[src/hdl/batchTypesPkg.sv]
package batchTypesPkg;

    localparam int IN_BITS = 2;
    localparam int OSR = 2;
    localparam int WORD_BITS = IN_BITS * OSR;
    localparam int BATCH_WORDS = 8;
    localparam int BANKS = 4;
    localparam int CHANNELS = 2;
    localparam int PART_BUFS = 2;

    // Q6.14 signed fixed point
    localparam int FIX_BITS = 20;
    localparam int FRAC_BITS = 14;

    // Batch periods until the first part buffer holds real data
    localparam int START_PERIODS = 4;

    typedef logic [IN_BITS-1:0] sdT;
    typedef logic [WORD_BITS-1:0] sampleWordT;
    typedef logic [$clog2(BATCH_WORDS)-1:0] addrT;
    typedef logic [$clog2(BANKS)-1:0] bankT;
    typedef logic signed [FIX_BITS-1:0] fixT;

    typedef enum logic {
        FILLING,
        RUNNING
    } ctrlStateT;

    // Full product, realigned and truncated back to FIX_BITS
    function automatic fixT fixMul(input fixT a, input fixT b);
        logic signed [2*FIX_BITS-1:0] prod;
        prod = a * b;
        return prod[FRAC_BITS +: FIX_BITS];
    endfunction

    function automatic fixT cplxRe(input fixT aRe, input fixT aIm, input fixT bRe, input fixT bIm);
        return fixMul(aRe, bRe) - fixMul(aIm, bIm);
    endfunction

    function automatic fixT cplxIm(input fixT aRe, input fixT aIm, input fixT bRe, input fixT bIm);
        return fixMul(aRe, bIm) + fixMul(aIm, bRe);
    endfunction

endpackage

[src/hdl/batchCtrlIf.sv]
`timescale 1ns/1ns

interface batchCtrlIf import batchTypesPkg::*; ();

    logic dsEn;
    bankT wrBank;
    addrT wrAddr;
    bankT laBank;
    bankT procBank;
    addrT fwdAddr;
    addrT revAddr;
    logic batchStart;
    logic partSel;
    logic outEn;

    modport ctrl (
        output dsEn, wrBank, wrAddr, laBank, procBank, fwdAddr, revAddr,
        output batchStart, partSel, outEn
    );

    modport banks (
        input dsEn, wrBank, wrAddr, laBank, procBank, fwdAddr, revAddr
    );

    modport chan (
        input dsEn, fwdAddr, revAddr, batchStart, partSel
    );

endinterface

[src/hdl/sampleBanks.sv]
`timescale 1ns/1ns

module sampleBanks import batchTypesPkg::*; (
    input logic clk,
    input logic rstN,
    input sdT sdIn,
    batchCtrlIf.banks ctl,
    output sampleWordT laWord,
    output sampleWordT fwdWord,
    output sampleWordT bwdWord
);

    // Older modulator bits of the word being packed
    logic [WORD_BITS-IN_BITS-1:0] packReg;
    sampleWordT packedWord;
    sampleWordT bankMem [BANKS][BATCH_WORDS];

    // Newest input in the low bits
    assign packedWord = {packReg, sdIn};

    always_ff @(posedge clk or negedge rstN) begin
        if (!rstN) begin
            packReg <= '0;
        end else begin
            packReg <= packedWord[WORD_BITS-IN_BITS-1:0];
        end
    end

    always_ff @(posedge clk or negedge rstN) begin
        if (!rstN) begin
            bankMem <= '{default: '0};
        end else if (ctl.dsEn) begin
            bankMem[ctl.wrBank][ctl.wrAddr] <= packedWord;
        end
    end

    // Lookahead runs newest word first
    assign laWord = bankMem[ctl.laBank][ctl.revAddr];

    assign fwdWord = bankMem[ctl.procBank][ctl.fwdAddr];
    assign bwdWord = bankMem[ctl.procBank][ctl.revAddr];

endmodule

[src/flat_wrapper.sv]
// flat-port wrapper written by rule: the top's interface ports become plain ports
module sampleBanks_flat import batchTypesPkg::*;
  (clk, rstN, sdIn, laWord, fwdWord, bwdWord, ctl_dsEn, ctl_wrBank, ctl_wrAddr, ctl_laBank, ctl_procBank, ctl_fwdAddr, ctl_revAddr);
  batchCtrlIf ctl_i ();
  input logic clk;
  input logic rstN;
  input sdT sdIn;
  output sampleWordT laWord;
  output sampleWordT fwdWord;
  output sampleWordT bwdWord;
  input wire logic [$bits(ctl_i.dsEn)-1:0] ctl_dsEn;
  input wire logic [$bits(ctl_i.wrBank)-1:0] ctl_wrBank;
  input wire logic [$bits(ctl_i.wrAddr)-1:0] ctl_wrAddr;
  input wire logic [$bits(ctl_i.laBank)-1:0] ctl_laBank;
  input wire logic [$bits(ctl_i.procBank)-1:0] ctl_procBank;
  input wire logic [$bits(ctl_i.fwdAddr)-1:0] ctl_fwdAddr;
  input wire logic [$bits(ctl_i.revAddr)-1:0] ctl_revAddr;
  assign ctl_i.dsEn = ctl_dsEn;
  assign ctl_i.wrBank = ctl_wrBank;
  assign ctl_i.wrAddr = ctl_wrAddr;
  assign ctl_i.laBank = ctl_laBank;
  assign ctl_i.procBank = ctl_procBank;
  assign ctl_i.fwdAddr = ctl_fwdAddr;
  assign ctl_i.revAddr = ctl_revAddr;
  sampleBanks u_core (.clk(clk), .rstN(rstN), .sdIn(sdIn), .ctl(ctl_i), .laWord(laWord), .fwdWord(fwdWord), .bwdWord(bwdWord));
endmodule
[config.mk]
export PLATFORM = sky130hd
export DESIGN_NAME = sampleBanks_flat
export DESIGN_NICKNAME = d
export VERILOG_FILES = /design/src/hdl/batchTypesPkg.sv /design/src/hdl/batchCtrlIf.sv /design/src/hdl/sampleBanks.sv /design/src/flat_wrapper.sv
export SDC_FILE = /design/constraint.sdc
export NUM_CORES = 1
export LEC_CHECK = 0
export BUFFER_PORTS_ARGS = -buffer_cell sky130_fd_sc_hd__buf_4
export CAP_MARGIN = 15
export CORE_MARGIN = 4
export CORE_UTILIZATION = 57
export DETAILED_ROUTE_END_ITERATION = 10
export GPL_TIMING_DRIVEN = 0
export PLACE_DENSITY = 0.81
export SYNTH_ARGS = -nofsm -noshare
export SYNTH_HDL_FRONTEND = slang
export SYNTH_SLANG_ARGS = --single-unit
export TNS_END_PERCENT = 100
[constraint.sdc]
create_clock -name clk -period 2 [get_ports clk]
set_clock_uncertainty 0.15 [all_clocks]
set_input_delay 0.2 -clock clk [delete_from_list [all_inputs] [get_ports clk]]
set_output_delay 0.2 -clock clk [all_outputs]
set_load 0.1 [all_outputs]
==> results <==
- Max-cap violations in this run came to 0.
- The final setup violation count is 12.
- The global-route usage over all layers is 0.338.
- The launch point of the worst reg-to-reg path is u_core.packReg[0].
- The setup slack after placement is -819 ps.
- The share of total power dissipated in combinational logic is 0.319.
- Using the TritonRoute via totals, the vias-per-cell ratio works out to 7.49.
- The final layout contains routed wiring with a total length of 26.1 mm.
- The number of placed instances, taps included, is 752.
- After synthesis, the cell types taking the most area are dfrtp_1 (41%), mux4_2 (27%), mux2_2 (19%).
- The part of the power in registers is 0.373.
- Measured against its own limit, the worst slew margin works out to 0.375.
- The number of max-slew violations in the final report is 0.
- The number of antenna diodes in the final layout is 0.
- The post-synthesis sequential element count is 130.
- The number of nets with antenna violations after detailed routing is 0.
- The number of antenna violations at the first check in global routing came to 0.
- Once layout is complete, the cells apart from fillers number 817.
- Compared with the post-synthesis result, the final layout area differs by 22.8%.
- The cell area after synthesis is 8030 um2.
- The number of sinks on the clock net is 130.
- The clock tree from TritonCTS is built.
- The worst setup path is launched from a register.
- The die covers 16100 um2.
- The congestion estimate from routability-driven global placement came to 1.09.
- The standard-cell row count is 43.
- The highest clock frequency the design can meet is 367 MHz.
- Of the total power, the clock network draws 0.308.
- The async set-or-reset flop fraction in the synthesized netlist is 1.00.
- The smallest setup slack after layout is -721 ps.
- The clock tree synthesis step divided the H-tree into 4 levels.
- The cell count after synthesis came out at 545.
- The global-route layer with the greatest usage is met2.
- The average cell area after synthesis is 14.7 um2.
- The detailed router finished its first iteration with 998 violations.
- The top cell type's share of synthesized area is 0.405.
- The final reports fail on setup timing.
- After synthesis, the most frequently instantiated cells are mux2_2 (139), dfrtp_1 (130), mux4_2 (96).
- The worst setup path is captured at an output port.
- The most used flip-flop cell after synthesis is dfrtp_1.
- Synthesis instantiated 33 different standard cells from the library.
- The critical path required time is 1650 ps.
- The share of final-layout standard cells stronger than drive strength 1 is 0.597.
- The Yosys step of the flow raised 0 warnings.
- The sequential cell area fraction in the yosys report is 0.405.
- The critical path in this run is classified as register to output port.
- The leading area contributor after synthesis is dfrtp_1.
- For this run, design rule violations remaining after detail routing come to 0.
- The critical path starts at u_core.bankMem[74].
- The total power is 0.00992 W.
- The post-route clock period utilization is 1.36.
- In the global route stage, met1 resource usage came out at 0.468.
- The worst supply voltage drop on vdd is 848 uV.
- In this run the worst hold path is classified as input pin to asynchronous set/reset pin.
- The number of enable flip-flop cells after synthesis is 0.
- The post-synthesis net count is 565.
- The later pin in the worst-skew pair is clocked with a latency of 430 ps.
- The power density over the cells is 1010 nW/um2.
- Entering global routing, the biggest net connects 82 pins.
- Data arrives at the worst endpoint at 2370 ps.
- From left edge to right edge, the die measures 127 um.
- The most numerous cell in the Yosys netlist is mux2_2.
- The via count is 6119.
- The run finished, with violations left.
- After detailed routing, the average wire length per cell comes to 31.9 um.
- Setup repair after global routing could not meet its margin everywhere.
- The via count of the first global-routing pass is 6121.
- After clock tree synthesis, the clock-pin slew on the worst setup and hold paths is 60 ps.
- The clock passes through at most 2 buffers.
- The first-pass iteration count of the detailed router is 5.
- The area of the core is 13800 um2.
- In the global route stage, met2 resource usage came out at 0.506.
- After legalization and detailed placement, the total HPWL measured 17.8 mm.
- The reported leakage power is 4.09 nW.
- The final layout net count is 644.
- The first global-routing pass estimated 39.2 mm of wire.
- 32 I/O pins were placed.
- The number of buffers created by CTS is 17.
- The number of port buffers is 26.
- The net switching power of the design is 0.00324 W.
- The transition time at the pin with the least slew margin is 938 ps.
- Across all register-to-register paths, the minimum setup slack is 500 ps.
- The initial core utilization is 0.581.
- The vertical die dimension is 127 um.
- Subtracting the final worst setup slack from the clock period gives 2720 ps.
- The total congestion overflow is 0.
- The switching part of the total is 0.327.
- The met3 usage in global routing is 0.104.
- The clock root buffer is clkbuf_16.
- The top fanout value on the critical path is 4.
- The number of endpoints with negative hold slack in the final report is 0.
- Cell internal power was estimated by the tool at 0.00668 W.
-- state kept, by name (all words and copies together) (netlist names) --
register	cells
u_core.bankMem	128
u_core.packReg	2
-- metal layers --
metal  vias up  share of wire
met5         -              0
met4         0          0.039
met2       518           0.47
met1      3177           0.37
met3        93           0.12
li1       2331              -
-- layout make-up --
| type | instances | area (um2) |
|---|---|---|
| multi-input cells | 370 | 4800 |
| fillers | 835 | 3970 |
| flip-flops and latches | 130 | 3250 |
| repair buffers | 60 | 658 |
| clock buffers | 20 | 437 |
| plain buffers | 45 | 349 |
| well taps | 180 | 225 |
| clock inverters | 12 | 136 |
-- placed cells by master, fill, tap and decap left out, drive strengths merged, types with 3 or more instances in the layout --
master / netlist / routed
nor2: 23 / 23
nor3b: 4 / 4
mux4: 96 / 96
buf: 22 / 79
a211oi: 6 / 6
a22o: 3 / 3
mux2: 139 / 139
a22oi: 7 / 7
o22ai: 3 / 3
a21oi: 3 / 3
nand2: 28 / 28
mux2i: 18 / 18
clkinv: 0 / 4
o21a: 4 / 4
dlygate4sd3: 0 / 3
nand3b: 4 / 4
o221ai: 3 / 3
nand4: 4 / 4
nand3: 6 / 6
dfrtp: 130 / 130
clkbuf: 23 / 43
nor2b: 4 / 4
clkinvlp: 0 / 6
-- repair_timing --
| item | CTS | global route |
|---|---|---|
| hold buffers | 3 | 0 |
| setup buffers | 17 | 13 |
| setup endpoints to repair | 12 | 12 |
| pin swaps | 9 | 9 |
| endpoints found under the hold margin | 55 | 0 |
| resized for setup | 60 | 8 |
-- logic make-up after synthesis --
logic type / synth area share
muxes: 0.487
DFF: 0.405
and+or+nand+nor: 0.0491
buffers and inverters: 0.0271
AOI/OAI and AO/OA: 0.0322
-- final timing paths --
check / endpoint / cells past startpoint
worst max-delay path: bwdWord[2] / 4
worst max register to register: u_core.bankMem[126] / 2
worst min register to register: u_core.bankMem[24] / 1
max in group asynchronous: u_core.bankMem[43] / 3
worst min-delay path: u_core.bankMem[56] / 2
min in group clk: u_core.bankMem[15] / 4
-- power groups by stage --
stage	clock network [W]	registers, W	logic (W)
final	0.00306	0.00370	0.00316
after global routing	0.00318	0.00374	0.00328
after CTS	0.00307	0.00365	0.00302
after detailed placement	0	0.00372	0.00263
after global placement	0	0.00365	0.00256
after floorplan	0	0.00349	0.00209
-- worst max-delay path, cell delays in order, from the launching register on --
cell and delay [ps]:
dfrtp_1 420, mux4_2 510, mux4_2 520, mux2_4 320, buf_12 170
-- metrics by stage --
step / setup TNS, ps / hold WS, ps / util / cell area (um2)
2_1_floorplan: -1370 / -246 / - / 8300
3_3_place_gp: -8200 / 246 / 0.630 / 8720
3_5_place_dp: -8470 / 18.9 / 0.633 / 8750
4_1_cts: -6770 / 145 / 0.704 / 9730
5_1_grt: -7360 / 171 / 0.713 / 9860
6_report: -7010 / 138 / 0.713 / 9860
Power figures use the tool's default switching activity.
