$ cat src/hdl/batchTypesPkg.sv
package batchTypesPkg;

    localparam int IN_BITS = 2;
    localparam int OSR = 2;
    localparam int WORD_BITS = IN_BITS * OSR;
    localparam int BATCH_WORDS = 8;
    localparam int BANKS = 4;
    localparam int CHANNELS = 2;
    localparam int PART_BUFS = 2;

    // Q6.14 signed fixed point
    localparam int FIX_BITS = 20;
    localparam int FRAC_BITS = 14;

    // Batch periods until the first part buffer holds real data
    localparam int START_PERIODS = 4;

    typedef logic [IN_BITS-1:0] sdT;
    typedef logic [WORD_BITS-1:0] sampleWordT;
    typedef logic [$clog2(BATCH_WORDS)-1:0] addrT;
    typedef logic [$clog2(BANKS)-1:0] bankT;
    typedef logic signed [FIX_BITS-1:0] fixT;

    typedef enum logic {
        FILLING,
        RUNNING
    } ctrlStateT;

    // Full product, realigned and truncated back to FIX_BITS
    function automatic fixT fixMul(input fixT a, input fixT b);
        logic signed [2*FIX_BITS-1:0] prod;
        prod = a * b;
        return prod[FRAC_BITS +: FIX_BITS];
    endfunction

    function automatic fixT cplxRe(input fixT aRe, input fixT aIm, input fixT bRe, input fixT bIm);
        return fixMul(aRe, bRe) - fixMul(aIm, bIm);
    endfunction

    function automatic fixT cplxIm(input fixT aRe, input fixT aIm, input fixT bRe, input fixT bIm);
        return fixMul(aRe, bIm) + fixMul(aIm, bRe);
    endfunction

endpackage

$ cat src/hdl/batchCtrlIf.sv
`timescale 1ns/1ns

interface batchCtrlIf import batchTypesPkg::*; ();

    logic dsEn;
    bankT wrBank;
    addrT wrAddr;
    bankT laBank;
    bankT procBank;
    addrT fwdAddr;
    addrT revAddr;
    logic batchStart;
    logic partSel;
    logic outEn;

    modport ctrl (
        output dsEn, wrBank, wrAddr, laBank, procBank, fwdAddr, revAddr,
        output batchStart, partSel, outEn
    );

    modport banks (
        input dsEn, wrBank, wrAddr, laBank, procBank, fwdAddr, revAddr
    );

    modport chan (
        input dsEn, fwdAddr, revAddr, batchStart, partSel
    );

endinterface

$ cat src/hdl/batchControl.sv
`timescale 1ns/1ns

module batchControl import batchTypesPkg::*; (
    input logic clk,
    input logic rstN,
    batchCtrlIf.ctrl ctl
);

    logic [$clog2(OSR)-1:0] osrCnt;
    addrT stepCnt;
    bankT periodCnt;
    logic [$clog2(START_PERIODS)-1:0] fillCnt;
    ctrlStateT state;
    logic lastStep;

    // One sample step every OSR clocks
    assign ctl.dsEn = (osrCnt == OSR - 1);
    assign lastStep = (stepCnt == addrT'(BATCH_WORDS - 1));

    always_ff @(posedge clk or negedge rstN) begin
        if (!rstN) begin
            osrCnt <= '0;
            stepCnt <= '0;
            periodCnt <= '0;
        end else if (ctl.dsEn) begin
            osrCnt <= '0;
            if (lastStep) begin
                stepCnt <= '0;
                periodCnt <= periodCnt + 1'b1;
            end else begin
                stepCnt <= stepCnt + 1'b1;
            end
        end else begin
            osrCnt <= osrCnt + 1'b1;
        end
    end

    // Startup until every bank and part buffer has seen real data
    always_ff @(posedge clk or negedge rstN) begin
        if (!rstN) begin
            state <= FILLING;
            fillCnt <= '0;
        end else if (ctl.dsEn && lastStep && state == FILLING) begin
            if (fillCnt == START_PERIODS - 1) begin
                state <= RUNNING;
            end else begin
                fillCnt <= fillCnt + 1'b1;
            end
        end
    end

    assign ctl.outEn = (state == RUNNING);

    assign ctl.wrBank = periodCnt;
    assign ctl.wrAddr = stepCnt;
    // Newest finished batch
    assign ctl.laBank = periodCnt - bankT'(1);
    // Oldest batch still held, overwritten next period
    assign ctl.procBank = periodCnt - bankT'(BANKS - 1);

    assign ctl.fwdAddr = stepCnt;
    assign ctl.revAddr = addrT'(BATCH_WORDS - 1) - stepCnt;
    assign ctl.batchStart = (stepCnt == '0);
    assign ctl.partSel = periodCnt[0];

endmodule

$ cat src/flat_wrapper.sv
// flat-port wrapper written by rule: the top's interface ports become plain ports
module batchControl_flat import batchTypesPkg::*;
  (clk, rstN, ctl_dsEn, ctl_wrBank, ctl_wrAddr, ctl_laBank, ctl_procBank, ctl_fwdAddr, ctl_revAddr, ctl_batchStart, ctl_partSel, ctl_outEn);
  batchCtrlIf ctl_i ();
  input logic clk;
  input logic rstN;
  output wire logic [$bits(ctl_i.dsEn)-1:0] ctl_dsEn;
  output wire logic [$bits(ctl_i.wrBank)-1:0] ctl_wrBank;
  output wire logic [$bits(ctl_i.wrAddr)-1:0] ctl_wrAddr;
  output wire logic [$bits(ctl_i.laBank)-1:0] ctl_laBank;
  output wire logic [$bits(ctl_i.procBank)-1:0] ctl_procBank;
  output wire logic [$bits(ctl_i.fwdAddr)-1:0] ctl_fwdAddr;
  output wire logic [$bits(ctl_i.revAddr)-1:0] ctl_revAddr;
  output wire logic [$bits(ctl_i.batchStart)-1:0] ctl_batchStart;
  output wire logic [$bits(ctl_i.partSel)-1:0] ctl_partSel;
  output wire logic [$bits(ctl_i.outEn)-1:0] ctl_outEn;
  assign ctl_dsEn = ctl_i.dsEn;
  assign ctl_wrBank = ctl_i.wrBank;
  assign ctl_wrAddr = ctl_i.wrAddr;
  assign ctl_laBank = ctl_i.laBank;
  assign ctl_procBank = ctl_i.procBank;
  assign ctl_fwdAddr = ctl_i.fwdAddr;
  assign ctl_revAddr = ctl_i.revAddr;
  assign ctl_batchStart = ctl_i.batchStart;
  assign ctl_partSel = ctl_i.partSel;
  assign ctl_outEn = ctl_i.outEn;
  batchControl u_core (.clk(clk), .rstN(rstN), .ctl(ctl_i));
endmodule
$ cat config.mk
export PLATFORM = sky130hd
export DESIGN_NAME = batchControl_flat
export DESIGN_NICKNAME = d
export VERILOG_FILES = /design/src/hdl/batchTypesPkg.sv /design/src/hdl/batchCtrlIf.sv /design/src/hdl/batchControl.sv /design/src/flat_wrapper.sv
export SDC_FILE = /design/constraint.sdc
export NUM_CORES = 1
export LEC_CHECK = 0
export BUFFER_PORTS_ARGS = -buffer_cell sky130_fd_sc_hd__buf_2
export CORE_AREA = 5 5 42 44
export CTS_CLUSTER_SIZE = 20
export DETAILED_ROUTE_END_ITERATION = 10
export DIE_AREA = 0 0 47 49
export GPL_ROUTABILITY_DRIVEN = 0
export SLEW_MARGIN = 20
export SYNTH_ARGS = -nofsm -noshare
export SYNTH_HDL_FRONTEND = slang
export SYNTH_SLANG_ARGS = --single-unit
$ cat constraint.sdc
create_clock -name clk -period 3.75 [get_ports clk]
set_input_delay 0.1875 -clock clk [delete_from_list [all_inputs] [get_ports clk]]
set_output_delay 0.1875 -clock clk [all_outputs]
set_load 0.02 [all_outputs]
==> results.md <==
- Worst-Margin Slew: 322 ps
- Number of H-tree levels: 1
- Synth Flop Type: dfrtp_1
- Share of layout cells above drive strength 1: 43.3%
- Root Buffer: clkbuf_4
- Multi-input gate area: 170 um^2
- Die ar.: 0.00230 mm^2
- Class of the worst hold path: in -> async
- Met2 GRT Util: 13.3%
- Reg2reg start: u_core.ctl.fwdAddr[0]$_DFFE_PN0P_
- WL/cell: 10.8 um
- Cells after Synth: 41
- Worst setup path endpoint: u_core.fillCnt[1]$_DFFE_PN0P_
- Die Height: 49 um
- Hold_buf cts: 1
- Global-route wire length before repair: 1460 um
- Sequential share of the synthesized area: 48.3%
- Worst vdd ir: 0.145 mV
- WP data arrival: 1680 ps
- Post-synth EDFFs: 0
- CTS tree: yes
- Crit path max-delay cell type: dfrtp_1
- PortBufs: 20
- Dpl cells: 71
- Most used cell, CP: ha_1
- Largest family of logic cells by synthesized area: buffers and inverters
- Vias: 344
- Worst-path cell chain: ha_1, ha_1, and4bb_2, mux2_4
- Crit Path Max Fanout: 5
- Crit Path Class: reg -> reg
- Top post-synthesis cells by area: dfrtp_1, ha_1, buf_4, inv_1, xnor2_1
- ANT cells: 0
- P_leak: 0.299 nW
- Fmax: 647 MHz
- Crit. Startpoint: u_core.ctl.fwdAddr[0]$_DFFE_PN0P_
- #FFs+latches synth: 9
- Fillers: 153
- Max clock buf depth: 2
- Syn Area/Cell: 11.4 um^2
- Final nets: 67
- Area growth syn-to-layout: 23.1%
- Startpoint Class: flop
- Reg-to-reg slack, setup: 2200 ps
- Largest stage delay, worst path: 420 ps
- Post-synth top area cell: dfrtp_1
- Worst path bufs/invs: 0
- Vias in the first global route: 344
- Antenna violations before repair: 0
- Syn. warnings: 0
- Via density: 4.53
- RSZ-0062 raised after global routing: false
- Reg2reg path depth: 4
- FP Rows: 14
- Max-slew violation count: 0
- Synth Area in Adders: 10.7%
- Post-Syn Area: 467 um^2
- Residual DRC count: 0
- Setup TNS: 0 ps
- Final WL: 824 um
- Net count after synthesis: 47
- Slew headroom: 78.5%
- GR Overflow Total: 0
- Clock slew at reported path FFs: 60 ps
- Core area: 0.00140 mm^2
- Required time worst endpoint: 3880 ps
- Count leader, synth: dfrtp_1
- Initial Util: 33.3%
- Clk Latency, worst-skew pair: 250 ps
- TritonCTS Buffers: 3
- Tmin final: 1550 ps
- Max-Cap Viols: 0
- I/O pin count: 21
- Post-synth top cells: dfrtp_1, inv_1, buf_4
- DP HPWL: 666 um
- Status: complete, no violations
- Floorplan die width: 47 um
- Final std cells w/o fill: 76
- Clk_skew: 4.19 ps
- Yosys top cell area share: 48.3%
- Final Hold Vio Count: 0
- Cell area power density: 298 mW/mm^2
- Async SR Flop Fraction: 100%
- Grt peak-use layer: met2
- Compound-gate portion of the synthesized area: 5.09%
- Post-synthesis xor/xnor area fraction: 7.51%
- Final setup violation count: 0
- Total setup buffers inserted after CTS: 0
- Post-synthesis mux area share: 3.22%
- FF/Latch Area: 225 um^2
- Antenna-violating nets left: 0
- Library cells used by synthesis: 16
- Synthesized-area fraction occupied by and/or/nand/nor cells: 9.92%
- Crit end category: flop
- DRT iter0 DRCs: 2
- Drt first pass iters: 4
- GR Util All Layers: 8.47%
- GR Util met1: 10.2%
- Delay-heaviest family, CP: adder cells
- Period utilisation layout: 41.2%
- Post_cts resized: 0
- Clock sinks: 9
- Critical Path Stages: 4
- Met3 GRT Util: 3.32%
- Crit Reg-Reg Endpoint: u_core.fillCnt[1]$_DFFE_PN0P_
- Pin count of the biggest net entering global routing: 13
power breakdown:
group	switching (mW)	internal [mW]
clock network	0.0302	0.0408
logic	0.00188	0.00106
registers	0	0.0971
total	0.0321	0.139
flip-flops by register name, summed over array words and instances (netlist names):
register and flops:
u_core.ctl.dsEn 1, u_core.ctl.fwdAddr 3, u_core.ctl.outEn 1, u_core.ctl.wrBank 2, u_core.fillCnt 2
how the worst min path moves through the flow:
| stage | start | endpoint | slack [ps] | cells past startpoint |
|---|---|---|---|---|
| after floorplan | rstN | u_core.ctl.dsEn$_DFF_PN0_ | -110 | 0 |
| after global placement | rstN | u_core.fillCnt[0]$_DFFE_PN0P_ | 50 | 1 |
| after detailed placement | rstN | u_core.fillCnt[0]$_DFFE_PN0P_ | 50 | 1 |
| after CTS | rstN | u_core.ctl.wrBank[1]$_DFFE_PN0P_ | 320 | 2 |
| after global routing | rstN | u_core.fillCnt[0]$_DFFE_PN0P_ | 330 | 2 |
| final | rstN | u_core.ctl.fwdAddr[2]$_DFFE_PN0P_ | 320 | 2 |
layout make-up:
class                      instances  area share (%)
sequential                         9            39.2
clock buffer                       4            4.58
timing repair buffer              21            19.2
tap                               16            3.49
inverter                           6            3.92
multi-input combinational         20            29.6
kinds of logic (layout without fill, tap and decap cells):
group           count (synthesis)  count (layout)
xor+xnor                        4               4
simple gates                    7               7
flops                           9               9
mux                             1               1
compound gates                  4               4
fa+ha+maj                       4               4
buf+inv                        12              31
stage by stage:
step	worst slack [ps]	hold slack [ps]	power, mW	util, %	area [um^2]
after floorplan	2180	-108	0.0989	-	467
after global placement	2250	49.2	0.101	38.4	538
after detailed placement	2210	49.8	0.101	38.4	538
after CTS	2190	319	0.174	41.0	574
after global routing	2140	327	0.183	41.0	574
final	2200	315	0.171	41.0	574
metal layers:
| metal | vias up | wire [um] |
|---|---|---|
| met1 | 158 | 338 |
| met3 | 2 | 94 |
| met5 | - | 0 |
| li1 | 165 | - |
| met4 | 0 | 9 |
| met2 | 19 | 382 |
worst register-to-register path: cells and delay by family, from the launching register on:
family | cells | cell delay [ps]
adder cells (fa/ha/maj) | 2 | 470
flip-flops | 1 | 420
multiplexers | 1 | 290
AND/OR/NAND/NOR | 1 | 260
cells in the final DEF (no fill, tap or decap):
cell type / synthesis / final
a31o_2: 1 / 1
and4bb_2: 1 / 1
buf_2: 0 / 20
clkbuf_1: 0 / 1
clkbuf_4: 0 / 3
dfrtp_1: 9 / 9
dlygate4sd3_1: 0 / 1
ha_1: 4 / 4
inv_1: 6 / 6
mux2_4: 1 / 1
nand2_1: 2 / 2
nand3_1: 1 / 1
nand4_1: 1 / 1
nor2b_1: 1 / 1
o21ai_0: 3 / 3
or3b_1: 1 / 1
xnor2_1: 2 / 2
xor2_1: 2 / 2
(Power assumes the default switching activity.)
